### src/sdAccessPkg.sv
// SD access package: transfer type and block request enums, block address, command bytes and tokens
package sdAccessPkg;

  // Host transfer selection
  typedef enum logic [1:0] {
    DIRECT_ACCESS     = 2'd0,
    INIT_SD           = 2'd1,
    RW_READ_SD_BLOCK  = 2'd2,
    RW_WRITE_SD_BLOCK = 2'd3
  } transTypeT;

  // Request from the dispatcher to the byte sequencer
  typedef enum logic [1:0] {
    NO_BLOCK_REQ   = 2'd0,
    READ_SD_BLOCK  = 2'd1,
    WRITE_SD_BLOCK = 2'd2
  } blockReqT;

  // Block address as sent in the command argument
  typedef logic [31:0] blockAddrT;

  ////////////////////
  // Command bytes and tokens
  ////////////////////
  localparam logic [7:0] CMD0_BYTE   = 8'h40;
  localparam logic [7:0] CMD17_BYTE  = 8'h51;
  localparam logic [7:0] CMD24_BYTE  = 8'h58;
  localparam logic [7:0] CMD0_CRC    = 8'h95;
  localparam logic [7:0] DUMMY_BYTE  = 8'hFF;
  localparam logic [7:0] START_TOKEN = 8'hFE;

  // Clock-only bytes sent before CMD0, chip select high
  localparam int INIT_DUMMY_BYTES = 10;

endpackage

### src/spiBusPkg.sv
// SPI line-level package: byte and bit index types, transfer status and chip-select levels
package spiBusPkg;

  ////////////////////
  // Line-level widths
  ////////////////////

  // One byte on MOSI or MISO
  typedef logic [7:0] byteT;

  // Bit index within a byte that wraps after eight bits
  typedef logic [2:0] bitCountT;

  // Host-visible transfer status
  typedef logic transStsT;
  localparam transStsT TRANS_BUSY     = 1'b1;
  localparam transStsT TRANS_NOT_BUSY = 1'b0;

  // Chip select is active low on the card
  localparam logic CS_ACTIVE   = 1'b0;
  localparam logic CS_INACTIVE = 1'b1;

endpackage

### src/sdSequencer.sv
// SD byte sequencer module: init dummy run, command frame, write token, block data and CRC bytes
module sdSequencer
  import spiBusPkg::*;
  import sdAccessPkg::*;
#(
  parameter int BLOCK_LEN = 16
)
(
  input  logic      clk,
  input  logic      rst,
  input  logic      sdInitReq,
  input  blockReqT  blockReq,
  input  blockAddrT blockAddr,
  input  byteT      writeData,
  input  logic      byteDone,
  input  byteT      rxData,
  output logic      seqByteStart,
  output byteT      seqTxByte,
  output logic      seqCsN,
  output logic      sdInitRdy,
  output logic      blockRdy,
  output logic      writeDataStrobe,
  output byteT      readData,
  output logic      readDataValid
);

  // Wide enough for the dummy run, the command frame and a block
  localparam int CNT_W   = $clog2(BLOCK_LEN + INIT_DUMMY_BYTES);
  localparam int CMD_LEN = 6;

  typedef enum logic [2:0] {PH_IDLE, PH_DUMMY, PH_CMD, PH_TOKEN, PH_DATA, PH_CRC, PH_DONE} phaseT;

  phaseT            phase;
  logic [CNT_W-1:0] byteCnt;
  logic             isInit;
  logic             isWrite;
  // Shifter latches rxData one cycle after byteDone
  logic             readPending;
  // Command argument, shifted out MSB first
  blockAddrT        addrReg;

  always_ff @(posedge clk)
  begin
    if (rst)
    begin
      phase <= PH_IDLE;
      byteCnt <= '0;
      isInit <= 1'b0;
      isWrite <= 1'b0;
      readPending <= 1'b0;
      seqByteStart <= 1'b0;
      seqCsN <= CS_INACTIVE;
      sdInitRdy <= 1'b0;
      blockRdy <= 1'b0;
      writeDataStrobe <= 1'b0;
      readDataValid <= 1'b0;
    end
    else
    begin
      seqByteStart <= 1'b0;
      sdInitRdy <= 1'b0;
      blockRdy <= 1'b0;
      writeDataStrobe <= 1'b0;
      readDataValid <= 1'b0;
      readPending <= 1'b0;
      if (readPending)
      begin
        readData <= rxData;
        readDataValid <= 1'b1;
      end
      case (phase)
        PH_IDLE:
          if (sdInitReq)
          begin
            // Card needs clocks with chip select high before CMD0
            phase <= PH_DUMMY;
            byteCnt <= '0;
            isInit <= 1'b1;
            seqByteStart <= 1'b1;
            seqTxByte <= DUMMY_BYTE;
          end
          else if (blockReq != NO_BLOCK_REQ)
          begin
            phase <= PH_CMD;
            byteCnt <= '0;
            isInit <= 1'b0;
            isWrite <= (blockReq == WRITE_SD_BLOCK);
            addrReg <= blockAddr;
            seqCsN <= CS_ACTIVE;
            seqByteStart <= 1'b1;
            seqTxByte <= (blockReq == WRITE_SD_BLOCK) ? CMD24_BYTE : CMD17_BYTE;
          end
        PH_DUMMY:
          if (byteDone)
          begin
            seqByteStart <= 1'b1;
            if (byteCnt == CNT_W'(INIT_DUMMY_BYTES - 1))
            begin
              phase <= PH_CMD;
              byteCnt <= '0;
              addrReg <= '0;
              seqCsN <= CS_ACTIVE;
              seqTxByte <= CMD0_BYTE;
            end
            else
            begin
              byteCnt <= byteCnt + 1'b1;
              seqTxByte <= DUMMY_BYTE;
            end
          end
        // Command frame holds the command at index 0, argument at 1 to 4 and CRC at 5
        PH_CMD:
          if (byteDone)
          begin
            if (byteCnt == CNT_W'(CMD_LEN - 1))
            begin
              byteCnt <= '0;
              if (isInit)
                phase <= PH_DONE;
              else
              begin
                phase <= isWrite ? PH_TOKEN : PH_DATA;
                seqByteStart <= 1'b1;
                seqTxByte <= isWrite ? START_TOKEN : DUMMY_BYTE;
              end
            end
            else
            begin
              byteCnt <= byteCnt + 1'b1;
              seqByteStart <= 1'b1;
              if (byteCnt == CNT_W'(CMD_LEN - 2))
                seqTxByte <= isInit ? CMD0_CRC : DUMMY_BYTE;
              else
              begin
                seqTxByte <= addrReg[31:24];
                addrReg <= {addrReg[23:0], 8'h00};
              end
            end
          end
        PH_TOKEN:
          if (byteDone)
          begin
            phase <= PH_DATA;
            byteCnt <= '0;
            seqByteStart <= 1'b1;
            seqTxByte <= writeData;
            writeDataStrobe <= 1'b1;
          end
        PH_DATA:
          if (byteDone)
          begin
            readPending <= !isWrite;
            if (byteCnt == CNT_W'(BLOCK_LEN - 1))
            begin
              byteCnt <= '0;
              phase <= isWrite ? PH_CRC : PH_DONE;
              seqByteStart <= isWrite;
              seqTxByte <= DUMMY_BYTE;
            end
            else
            begin
              // Reads clock out fill bytes, writes take the next host byte
              byteCnt <= byteCnt + 1'b1;
              seqByteStart <= 1'b1;
              seqTxByte <= isWrite ? writeData : DUMMY_BYTE;
              writeDataStrobe <= isWrite;
            end
          end
        // Two dummy CRC bytes
        PH_CRC:
          if (byteDone)
          begin
            if (byteCnt == CNT_W'(1))
              phase <= PH_DONE;
            else
            begin
              byteCnt <= byteCnt + 1'b1;
              seqByteStart <= 1'b1;
              seqTxByte <= DUMMY_BYTE;
            end
          end
        PH_DONE:
        begin
          phase <= PH_IDLE;
          seqCsN <= CS_INACTIVE;
          sdInitRdy <= isInit;
          blockRdy <= !isInit;
        end
        default:
          phase <= PH_IDLE;
      endcase
    end
  end

endmodule

### src/spiBitTimer.sv
// SPI bit timer module: SCLK divider, bit counter, sample and shift strobes, byte-done pulse
module spiBitTimer
  import spiBusPkg::*;
#(
  parameter int CLK_DIV = 2
)
(
  input  logic clk,
  input  logic rst,
  input  logic byteGo,
  output logic sclk,
  output logic sampleStrobe,
  output logic shiftStrobe,
  output logic byteDone,
  output logic busy
);

  localparam int DIV_W = (CLK_DIV > 1) ? $clog2(CLK_DIV) : 1;

  logic [DIV_W-1:0] divCnt;
  bitCountT         bitCnt;
  // One SCLK half-period has elapsed
  logic             edgeTick;

  assign edgeTick     = busy && (divCnt == DIV_W'(CLK_DIV - 1));
  // Mode 0 samples on rising SCLK and shifts on falling SCLK
  assign sampleStrobe = edgeTick && !sclk;
  assign shiftStrobe  = edgeTick && sclk;
  // Counter wraps to zero on the 8th rising edge, so only the last falling edge sees zero
  assign byteDone     = shiftStrobe && (bitCnt == '0);

  always_ff @(posedge clk)
  begin
    if (rst)
    begin
      busy   <= 1'b0;
      sclk   <= 1'b0;
      divCnt <= '0;
      bitCnt <= '0;
    end
    else if (!busy)
    begin
      busy   <= byteGo;
      divCnt <= '0;
      bitCnt <= '0;
    end
    else if (edgeTick)
    begin
      divCnt <= '0;
      sclk   <= !sclk;
      if (sampleStrobe)
        bitCnt <= bitCnt + 1'b1;
      if (byteDone)
        busy <= 1'b0;
    end
    else
      divCnt <= divCnt + 1'b1;
  end

endmodule

### src/spiByteShifter.sv
// SPI byte shifter module: transmit source select, MSB-first shift out, receive capture and ready flag
module spiByteShifter
  import spiBusPkg::*;
#(
  parameter int CLK_DIV = 2
)
(
  input  logic clk,
  input  logic rst,
  input  logic txDataWen,
  input  byteT txData,
  input  logic seqByteStart,
  input  byteT seqTxByte,
  input  logic rxDataRdyClr,
  input  logic miso,
  output logic mosi,
  output logic sclk,
  output byteT rxData,
  output logic rxDataRdy,
  output logic byteDone
);

  byteT txShift;
  byteT rxShift;
  logic byteGo;
  logic busy;
  logic sampleStrobe;
  logic shiftStrobe;
  // New byte requested by either the host path or the sequencer
  logic loadByte;

  assign loadByte = (txDataWen || seqByteStart) && !busy;
  assign mosi     = txShift[7];

  spiBitTimer #(
    .CLK_DIV(CLK_DIV)
  ) i_bitTimer (
    .clk         (clk),
    .rst         (rst),
    .byteGo      (byteGo),
    .sclk        (sclk),
    .sampleStrobe(sampleStrobe),
    .shiftStrobe (shiftStrobe),
    .byteDone    (byteDone),
    .busy        (busy)
  );

  // Timer starts one cycle after the load
  always_ff @(posedge clk)
  begin
    if (rst)
    begin
      byteGo    <= 1'b0;
      rxDataRdy <= 1'b0;
    end
    else
    begin
      byteGo <= loadByte;
      if (byteDone)
        rxDataRdy <= 1'b1;
      else if (rxDataRdyClr || loadByte)
        rxDataRdy <= 1'b0;
    end
  end

  ////////////////////
  // Data path
  ////////////////////
  always_ff @(posedge clk)
  begin
    if (loadByte)
      txShift <= txDataWen ? txData : seqTxByte;
    else if (shiftStrobe)
      txShift <= {txShift[6:0], 1'b1};
    if (sampleStrobe)
      rxShift <= {rxShift[6:0], miso};
    if (byteDone)
      rxData <= rxShift;
  end

endmodule

### src/spiCtrl.sv
// SPI dispatcher FSM: starts direct, SD init or block accesses, owns chip select and busy status
module spiCtrl
  import spiBusPkg::*;
  import sdAccessPkg::*;
(
  input  logic      clk,
  input  logic      rst,
  input  logic      transStart,
  input  transTypeT transType,
  input  logic      rxDataRdy,
  input  logic      sdInitRdy,
  input  logic      blockRdy,
  input  logic      seqCsN,
  output logic      txDataWen,
  output logic      rxDataRdyClr,
  output logic      sdInitReq,
  output blockReqT  blockReq,
  output logic      spiCsN,
  output transStsT  transSts
);

  typedef enum logic [2:0] {
    ST_IDLE,
    ST_WAIT_REQ,
    ST_DIR_ACC,
    ST_WAIT_FIN1,
    ST_INIT,
    ST_WAIT_FIN2,
    ST_RW,
    ST_WAIT_FIN3
  } ctrlStateT;

  ctrlStateT state;
  ctrlStateT stateNext;
  logic      txDataWenNext;
  logic      rxDataRdyClrNext;
  logic      sdInitReqNext;
  blockReqT  blockReqNext;
  transStsT  transStsNext;
  // Chip select driven by this block for direct bytes
  logic      dirCsN;
  logic      dirCsNNext;

  // Sequencer owns chip select for the whole init or block access
  assign spiCsN = (state inside {ST_INIT, ST_WAIT_FIN2, ST_RW, ST_WAIT_FIN3}) ? seqCsN : dirCsN;

  ////////////////////
  // Next-state logic
  ////////////////////
  always_comb
  begin
    stateNext        = state;
    txDataWenNext    = txDataWen;
    rxDataRdyClrNext = rxDataRdyClr;
    sdInitReqNext    = sdInitReq;
    blockReqNext     = blockReq;
    transStsNext     = transSts;
    dirCsNNext       = dirCsN;
    case (state)
      ST_IDLE:
        stateNext = ST_WAIT_REQ;
      ST_WAIT_REQ:
      begin
        rxDataRdyClrNext = 1'b0;
        // Start is only looked at here, so a start while busy is dropped
        if (transStart)
        begin
          transStsNext = TRANS_BUSY;
          case (transType)
            DIRECT_ACCESS:
            begin
              stateNext     = ST_DIR_ACC;
              txDataWenNext = 1'b1;
              dirCsNNext    = CS_ACTIVE;
            end
            INIT_SD:
            begin
              stateNext     = ST_INIT;
              sdInitReqNext = 1'b1;
            end
            RW_READ_SD_BLOCK:
            begin
              stateNext    = ST_RW;
              blockReqNext = READ_SD_BLOCK;
            end
            RW_WRITE_SD_BLOCK:
            begin
              stateNext    = ST_RW;
              blockReqNext = WRITE_SD_BLOCK;
            end
            default:
              transStsNext = TRANS_NOT_BUSY;
          endcase
        end
      end
      // Request pulses drop after one cycle
      ST_DIR_ACC:
      begin
        txDataWenNext = 1'b0;
        stateNext     = ST_WAIT_FIN1;
      end
      ST_WAIT_FIN1:
        if (rxDataRdy)
        begin
          stateNext        = ST_WAIT_REQ;
          rxDataRdyClrNext = 1'b1;
          dirCsNNext       = CS_INACTIVE;
          transStsNext     = TRANS_NOT_BUSY;
        end
      ST_INIT:
      begin
        sdInitReqNext = 1'b0;
        stateNext     = ST_WAIT_FIN2;
      end
      ST_WAIT_FIN2:
        if (sdInitRdy)
        begin
          stateNext    = ST_WAIT_REQ;
          transStsNext = TRANS_NOT_BUSY;
        end
      ST_RW:
      begin
        blockReqNext = NO_BLOCK_REQ;
        stateNext    = ST_WAIT_FIN3;
      end
      ST_WAIT_FIN3:
        if (blockRdy)
        begin
          stateNext    = ST_WAIT_REQ;
          transStsNext = TRANS_NOT_BUSY;
        end
      default:
        stateNext = ST_IDLE;
    endcase
  end

  // Registered state and outputs
  always_ff @(posedge clk)
  begin
    if (rst)
    begin
      state        <= ST_IDLE;
      txDataWen    <= 1'b0;
      rxDataRdyClr <= 1'b0;
      sdInitReq    <= 1'b0;
      blockReq     <= NO_BLOCK_REQ;
      transSts     <= TRANS_NOT_BUSY;
      dirCsN       <= CS_INACTIVE;
    end
    else
    begin
      state        <= stateNext;
      txDataWen    <= txDataWenNext;
      rxDataRdyClr <= rxDataRdyClrNext;
      sdInitReq    <= sdInitReqNext;
      blockReq     <= blockReqNext;
      transSts     <= transStsNext;
      dirCsN       <= dirCsNNext;
    end
  end

endmodule

### src/spiMaster.sv
// SPI master top module: dispatcher, byte shifter and SD sequencer wiring
module spiMaster
  import spiBusPkg::*;
  import sdAccessPkg::*;
#(
  parameter int CLK_DIV   = 2,
  parameter int BLOCK_LEN = 16
)
(
  input  logic      clk,
  input  logic      rst,
  input  transTypeT transType,
  input  logic      transStart,
  output transStsT  transSts,
  input  byteT      txData,
  output byteT      rxData,
  input  blockAddrT blockAddr,
  input  byteT      writeData,
  output logic      writeDataStrobe,
  output byteT      readData,
  output logic      readDataValid,
  output logic      spiCsN,
  output logic      sclk,
  output logic      mosi,
  input  logic      miso
);

  ////////////////////
  // Internal wiring
  ////////////////////
  logic     txDataWen;
  logic     rxDataRdy;
  logic     rxDataRdyClr;
  logic     sdInitReq;
  logic     sdInitRdy;
  blockReqT blockReq;
  logic     blockRdy;
  logic     seqCsN;
  logic     seqByteStart;
  byteT     seqTxByte;
  logic     byteDone;

  spiCtrl i_ctrl (
    .clk         (clk),
    .rst         (rst),
    .transStart  (transStart),
    .transType   (transType),
    .rxDataRdy   (rxDataRdy),
    .sdInitRdy   (sdInitRdy),
    .blockRdy    (blockRdy),
    .seqCsN      (seqCsN),
    .txDataWen   (txDataWen),
    .rxDataRdyClr(rxDataRdyClr),
    .sdInitReq   (sdInitReq),
    .blockReq    (blockReq),
    .spiCsN      (spiCsN),
    .transSts    (transSts)
  );

  // Shared by direct bytes and sequencer bytes
  spiByteShifter #(
    .CLK_DIV(CLK_DIV)
  ) i_shifter (
    .clk         (clk),
    .rst         (rst),
    .txDataWen   (txDataWen),
    .txData      (txData),
    .seqByteStart(seqByteStart),
    .seqTxByte   (seqTxByte),
    .rxDataRdyClr(rxDataRdyClr),
    .miso        (miso),
    .mosi        (mosi),
    .sclk        (sclk),
    .rxData      (rxData),
    .rxDataRdy   (rxDataRdy),
    .byteDone    (byteDone)
  );

  sdSequencer #(
    .BLOCK_LEN(BLOCK_LEN)
  ) i_sequencer (
    .clk            (clk),
    .rst            (rst),
    .sdInitReq      (sdInitReq),
    .blockReq       (blockReq),
    .blockAddr      (blockAddr),
    .writeData      (writeData),
    .byteDone       (byteDone),
    .rxData         (rxData),
    .seqByteStart   (seqByteStart),
    .seqTxByte      (seqTxByte),
    .seqCsN         (seqCsN),
    .sdInitRdy      (sdInitRdy),
    .blockRdy       (blockRdy),
    .writeDataStrobe(writeDataStrobe),
    .readData       (readData),
    .readDataValid  (readDataValid)
  );

endmodule

### config.mk
export PLATFORM = sky130hd
export DESIGN_NAME = spiMaster
export DESIGN_NICKNAME = d
export VERILOG_FILES = /design/src/sdAccessPkg.sv /design/src/spiBusPkg.sv /design/src/sdSequencer.sv /design/src/spiBitTimer.sv /design/src/spiByteShifter.sv /design/src/spiCtrl.sv /design/src/spiMaster.sv
export SDC_FILE = /design/constraint.sdc
export NUM_CORES = 1
export LEC_CHECK = 0
export ABC_AREA = 1
export ABC_CLOCK_PERIOD_IN_PS = 6100
export BUFFER_PORTS_ARGS = -buffer_cell sky130_fd_sc_hd__buf_2
export CORE_MARGIN = 2
export CORE_UTILIZATION = 57
export CTS_BUF_LIST = sky130_fd_sc_hd__clkbuf_4 sky130_fd_sc_hd__clkbuf_8 sky130_fd_sc_hd__clkbuf_16
export CTS_CLUSTER_DIAMETER = 40
export DETAILED_ROUTE_END_ITERATION = 8
export GPL_ROUTABILITY_DRIVEN = 0
export PLACE_DENSITY = 0.87
export SLEW_MARGIN = 20
export SYNTH_ARGS = -nofsm -noshare
export SYNTH_HDL_FRONTEND = slang
export SYNTH_HIERARCHICAL = 1
export SYNTH_SLANG_ARGS = --single-unit
### constraint.sdc
create_clock -name clk -period 6.1 [get_ports clk]
set_input_delay 1.22 -clock clk [delete_from_list [all_inputs] [get_ports clk]]
set_output_delay 1.22 -clock clk [all_outputs]
set_load 0.01 [all_outputs]
==> flow_summary.ini, run 1 <==
[routing]
drt-total-wl_um = 10800
viasPerCell = 5.49
first_iter_violations = 504
ant_nets = 0
drt_first_pass_iters = 9
post-route-drc-count = 0
vias = 4302
wire_per_inst_um = 13.8

[logic_synthesis]
synth_top_area_cell = edfxtp_1
ys_warn_count = 6
async_flop_share_pct = 0
synth_most_common_cell = nand2_1
synth_common_cells = nand2_1, edfxtp_1, nor2_1
synth_edf_count = 72
synthTopCellsByArea = edfxtp_1, dfxtp_1, nand2_1
ys_seq_area_share_pct = 55.5
synth_top_area_share_pct = 41.9
syn_nets = 657
yosysUniqueCellTypes = 38
synthFlopType = edfxtp_1
ys_ff_latch = 107
syn_avg_cell_area_um2 = 8.65
netlist_area_um2 = 5160
synthCells = 596

[worst_setup_path]
critPathArrivalTime_ns = 2.80
critPathLaunch = i_shifter/i_bitTimer/busy$_SDFF_PP0_
reg2reg_slack_ns = 3.31
r2r-start = i_shifter/i_bitTimer/busy$_SDFF_PP0_
reg2regPathDepth = 9
cp_data_required_time_ns = 6.11
endpoint_kind = flop
path_class = flop to flop
cp_max_fo = 12
reg2reg_to = i_sequencer/seqTxByte[6]$_DFFE_PP_
critPathLaunchType = flop

[final_layout]
fin_cells = 783
final_layout_size_suffix_gt1_share_pct = 19.9
final_nets = 731
multiInputGateArea_um2 = 1940
syn_to_final_growth_pct = 12.7
ff_latch_area_um2 = 2860
nFillCells = 695
diodes = 0

[die]
row_count = 34
die_w_um = 99.1
core_area_um2 = 8760
die-area_um2 = 9820
start_util_pct = 58.9
die_h_um = 99.1
ios = 76

[cts]
cts.sinks = 107
clockRootBuffer = clkbuf_8
clkTransAtPathRegs_ns = 0.12
cts_tree = done
clockBufferDepth = 2
hold_buffers = 0
worstSkewPairLatency_ns = 0.37
numCtsBuffers = 9
cts_max_level = 3
cts_resized = 0
cts_setup_buffers = 0

[global_route]
grt_max_degree = 33
grt_pass1_vias = 4155
overflow = 0
grt_pass1_wl_um = 18200
antenna_found_initial = 0
grt_usage_pct = 23.0

[place]
place_hpwl_um = 7810
dp.cells = 767
port-buffer-count = 75

[run]
maxCapViolCount = 0

[timing]
setup_tns_ns = 0
period_share_pct = 45.7
fmax_ghz = 0.359
maxSlewViolCount = 0
tightest_slew_ns = 0.949
hold_violations = 0
final.setup_skew_ns = 0.0122
period_needed_ns = 2.79
rsz0062_at_grt = no
maxSlewHeadroom_pct = 36.6
setup_viol = 0

[power_and_ir_drop]
cellPowerDensity_nw_per_um2 = 411
ir_drop_v = 0.000251
p_leak_nw = 2.56

[hold_path]
hold_path.class = flop to flop
min_to = i_shifter/rxData[7]$_DFFE_PP_
hold_path.startpoint = i_shifter/rxShift[7]$_DFFE_PP_
holdPathStages = 0

[status]
outcome = finished clean
registers in the layout, summed over array words and instances, names as in the netlist, 2 cells and up:
register / count
i_sequencer/seqTxByte: 8
i_ctrl/blockReq: 2
i_shifter/i_bitTimer/bitCnt: 3
i_ctrl/state: 3
i_sequencer/readData: 8
i_shifter/txShift: 8
i_sequencer/phase: 3
i_shifter/rxData: 8
i_sequencer/addrReg: 32
i_shifter/rxShift: 8
i_sequencer/byteCnt: 5
worst max-delay path, cell delays in order, from the launching register on:
cell     delay [ns]
dfxtp_1        0.45
nand2_2        0.13
nor2_2         0.15
and3_1         0.55
inv_1          0.19
nand3_1        0.15
nand3_2        0.11
nor2_4         0.19
inv_4          0.07
nor2_1         0.45
layout make-up:
class | count | area share (%)
Multi-Input combinational cell | 406 | 33.4
Clock buffer | 9 | 2.13
Timing Repair Buffer | 77 | 6.72
Inverter | 69 | 4.61
Sequential cell | 107 | 49.3
Tap cell | 108 | 2.33
Clock inverter | 7 | 1.53
per-layer routing:
| layer | wire length, um | track usage [%] |
|---|---|---|
| met2 | 5170 | 37.5 |
| met5 | 0 | 0 |
| met1 | 4260 | 29.3 |
| met3 | 962 | 4.64 |
| met4 | 404 | 12.1 |
worst max-delay path by stage:
stage                     depth (start not counted)                                 end  slack (ns)
after detailed placement                          9  i_sequencer/seqTxByte[5]$_DFFE_PP_        3.36
after floorplan                                   7    i_sequencer/addrReg[0]$_DFFE_PP_        1.16
final                                             9  i_sequencer/seqTxByte[6]$_DFFE_PP_        3.31
after global routing                              9  i_sequencer/seqTxByte[6]$_DFFE_PP_        3.02
after CTS                                         9  i_sequencer/seqTxByte[6]$_DFFE_PP_        3.33
after global placement                            4  i_sequencer/seqTxByte[1]$_DFFE_PP_        3.47
stage by stage:
stage	util (%)	setup slack [ns]	hold WS [ns]	instance area [um2]	power (mW)
finish	66.3	3.31	0.445	5810	2.39
global route	66.3	3.02	0.459	5810	2.56
CTS	66.3	3.33	0.448	5810	2.38
detailed placement	63.9	3.36	0.409	5600	1.93
global placement	63.9	3.47	0.418	5600	1.89
floorplan	-	1.16	0.400	5160	1.74
placed cells by master (no fill, tap or decap), types with 2 or more instances in the layout:
cell / Yosys / final
inv_1: 58 / 58
inv_4: 3 / 3
nand3_2: 2 / 2
a21oi_1: 21 / 21
nor2_4: 8 / 8
a31oi_1: 2 / 2
clkbuf_8: 1 / 9
o21ai_2: 2 / 2
o21ai_0: 20 / 20
ha_1: 7 / 7
nand2_2: 8 / 8
dfxtp_1: 35 / 35
buf_4: 2 / 2
nor2_2: 3 / 4
nor2_1: 62 / 61
edfxtp_1: 72 / 72
inv_8: 0 / 2
o211ai_1: 3 / 3
nand3b_1: 2 / 2
nand4_1: 8 / 8
o21ai_1: 3 / 3
clkinv_8: 0 / 2
nor3_1: 6 / 6
buf_2: 6 / 75
nand2_1: 180 / 180
inv_2: 7 / 7
nand3_1: 58 / 58
cells by family (layout without fill, tap and decap cells):
kind of cell	Yosys count	count (layout)	synth area share, %
flops	107	107	55.5
simple gates	344	344	29.5
compound gates	55	55	6.28
fa+ha+maj	7	7	1.70
buf+inv	83	162	6.99
power by group:
| group | internal [mW] | leakage [nW] | switching (mW) | total, mW |
|---|---|---|---|---|
| clock network | 0.169 | 0.107 | 0.281 | 0.450 |
| logic | 0.266 | 1.51 | 0.625 | 0.890 |
| registers | 0.979 | 0.942 | 0.0687 | 1.05 |
Note: power is estimated with default switching activity, not from simulation.
==> run 2, diff against run 1 <==
--- a/config.mk
+++ b/config.mk
@@ -6,7 +6,7 @@
 export NUM_CORES = 1
 export LEC_CHECK = 0
 export ABC_AREA = 1
-export ABC_CLOCK_PERIOD_IN_PS = 6100
+export ABC_CLOCK_PERIOD_IN_PS = 2900
 export BUFFER_PORTS_ARGS = -buffer_cell sky130_fd_sc_hd__buf_2
 export CORE_MARGIN = 2
 export CORE_UTILIZATION = 57
==> constraint.sdc (replaced) <==
create_clock -name clk -period 2.9 [get_ports clk]
set_input_delay 0.58 -clock clk [delete_from_list [all_inputs] [get_ports clk]]
set_output_delay 0.58 -clock clk [all_outputs]
set_load 0.01 [all_outputs]
==> flow_summary.ini, run 2 (synthesized netlist as in run 1, its figures left out) <==
[status]
outcome = finished clean

[timing]
hold_violations = 0
worst_slack_ns = 0.493
setup_tns_ns = 0
maxSlewHeadroom_pct = 55.0
maxSlewViolCount = 0
final.setup_skew_ns = 0.0117
setup_viol = 0
rsz0062_at_grt = no
period_needed_ns = 2.41
tightest_slew_ns = 0.673
period_share_pct = 83.0
fmax_ghz = 0.415

[cts]
cts_resized = 0
cts_setup_buffers = 0
numCtsBuffers = 9
cts_max_level = 3
clkTransAtPathRegs_ns = 0.11
cts_tree = done
clockRootBuffer = clkbuf_8
cts.sinks = 107
hold_buffers = 0
clockBufferDepth = 2
worstSkewPairLatency_ns = 0.38

[hold_path]
hold_path.class = input port to flop
min_to = i_shifter/rxShift[0]$_DFFE_PP_
hold_path.startpoint = miso
holdPathStages = 1

[worst_setup_path]
reg2reg_slack_ns = 0.49
critPathLaunchType = flop
reg2reg_to = i_sequencer/seqTxByte[4]$_DFFE_PP_
cp_data_required_time_ns = 2.92
endpoint_kind = flop
r2r-start = i_shifter/i_bitTimer/busy$_SDFF_PP0_
critPathArrivalTime_ns = 2.42
reg2regPathDepth = 9
cp_max_fo = 8
path_class = flop to flop

[final_layout]
fin_cells = 786
largest_register = i_sequencer/addrReg
final_layout_size_suffix_gt1_share_pct = 20.2
layout_commonest_cell = nand2_1
syn_to_final_growth_pct = 13.2
diodes = 0
largest_reg_flops = 32
finalInstanceArea_um2 = 5840
final_nets = 734
final_util_pct = 66.6
mostFrequentLayoutCells = nand2_1, buf_2, edfxtp_1

[power_and_ir_drop]
clockPowerShare_pct = 18.7
comb_power_share_pct = 37.5
ir_drop_v = 0.000499
p_int_mw = 2.99
p_sw_share_pct = 40.7
switching_power_mw = 2.05
cellPowerDensity_nw_per_um2 = 862
p_leak_nw = 2.57
pwr-share-seq_pct = 43.8

[run]
maxCapViolCount = 0

[routing]
wire_per_inst_um = 13.7
drt-total-wl_um = 10800
viasPerCell = 5.52
first_iter_violations = 458
vias = 4340
ant_nets = 0
drt_first_pass_iters = 5
post-route-drc-count = 0

[place]
dpl_cell_area_um2 = 5630
place_hpwl_um = 7870
dp.cells = 770
port-buffer-count = 75
pre_cts_slack_ns = 0.533

[die]
ios = 76
core_area_um2 = 8760
die-area_um2 = 9820
start_util_pct = 58.9
die_w_um = 99.1
die_h_um = 99.1
row_count = 34

[global_route]
grt_pass1_wl_um = 17800
grt_max_degree = 33
overflow = 0
antenna_found_initial = 0
grt_usage_pct = 22.5
grt_pass1_vias = 4002
[run 2: how the worst max path moves through the flow]
stage	startpoint	endpoint	slack (ns)	cells after the start
after floorplan	i_shifter/i_bitTimer/sclk$_SDFFE_PP0P_	i_sequencer/addrReg[0]$_DFFE_PP_	0.009	7
after global placement	i_shifter/i_bitTimer/busy$_SDFF_PP0_	i_sequencer/seqTxByte[6]$_DFFE_PP_	0.65	9
after detailed placement	i_shifter/i_bitTimer/busy$_SDFF_PP0_	i_sequencer/seqTxByte[1]$_DFFE_PP_	0.53	9
after CTS	i_shifter/i_bitTimer/busy$_SDFF_PP0_	i_sequencer/seqTxByte[4]$_DFFE_PP_	0.52	9
after global routing	i_shifter/i_bitTimer/busy$_SDFF_PP0_	i_sequencer/seqTxByte[4]$_DFFE_PP_	0.34	9
final	i_shifter/i_bitTimer/busy$_SDFF_PP0_	i_sequencer/seqTxByte[4]$_DFFE_PP_	0.49	9
[run 2: power by group through the flow]
| stage | Clock, mW | Sequential (mW) | Combinational, mW |
|---|---|---|---|
| 3_5_place_dp | 0 | 2.24 | 1.85 |
| 4_1_cts | 0.951 | 2.20 | 1.86 |
| 6_report | 0.941 | 2.20 | 1.89 |
| 5_1_grt | 1.01 | 2.23 | 2.15 |
| 2_1_floorplan | 0 | 2.18 | 1.49 |
| 3_3_place_gp | 0 | 2.23 | 1.78 |
[run 2: routing by layer]
layer / vias up / global-route usage, % / wire length (um)
met5: - / 0 / 0
met1: 1992 / 29.6 / 4450
met2: 211 / 37.1 / 5150
met4: 0 / 7.80 / 268
met3: 31 / 5.20 / 883
li1: 2106 / - / -
[run 2: metrics by stage]
stage	hold slack [ns]	power, mW
2_1_floorplan	0.400	3.67
3_3_place_gp	0.410	4.01
3_5_place_dp	0.429	4.09
4_1_cts	0.361	5.02
5_1_grt	0.354	5.39
6_report	0.371	5.04
[run 2: worst max-delay path: stages (launching register included)]
cell	delay, ns
dfxtp_1	0.45
nand2_2	0.13
nor2_2	0.15
and3_1	0.20
inv_1	0.10
nand2_1	0.11
nand3_2	0.12
nor2_4	0.21
inv_4	0.07
nor2_1	0.50
[run 2: layout make-up]
type                            count  area [um2]
Fill cell                         703        2920
Clock inverter                      7        86.3
Timing Repair Buffer               80         413
Multi-Input combinational cell    406        1950
Clock buffer                        9         124
Sequential cell                   107        2860
Inverter                           69         268
Tap cell                          108         135
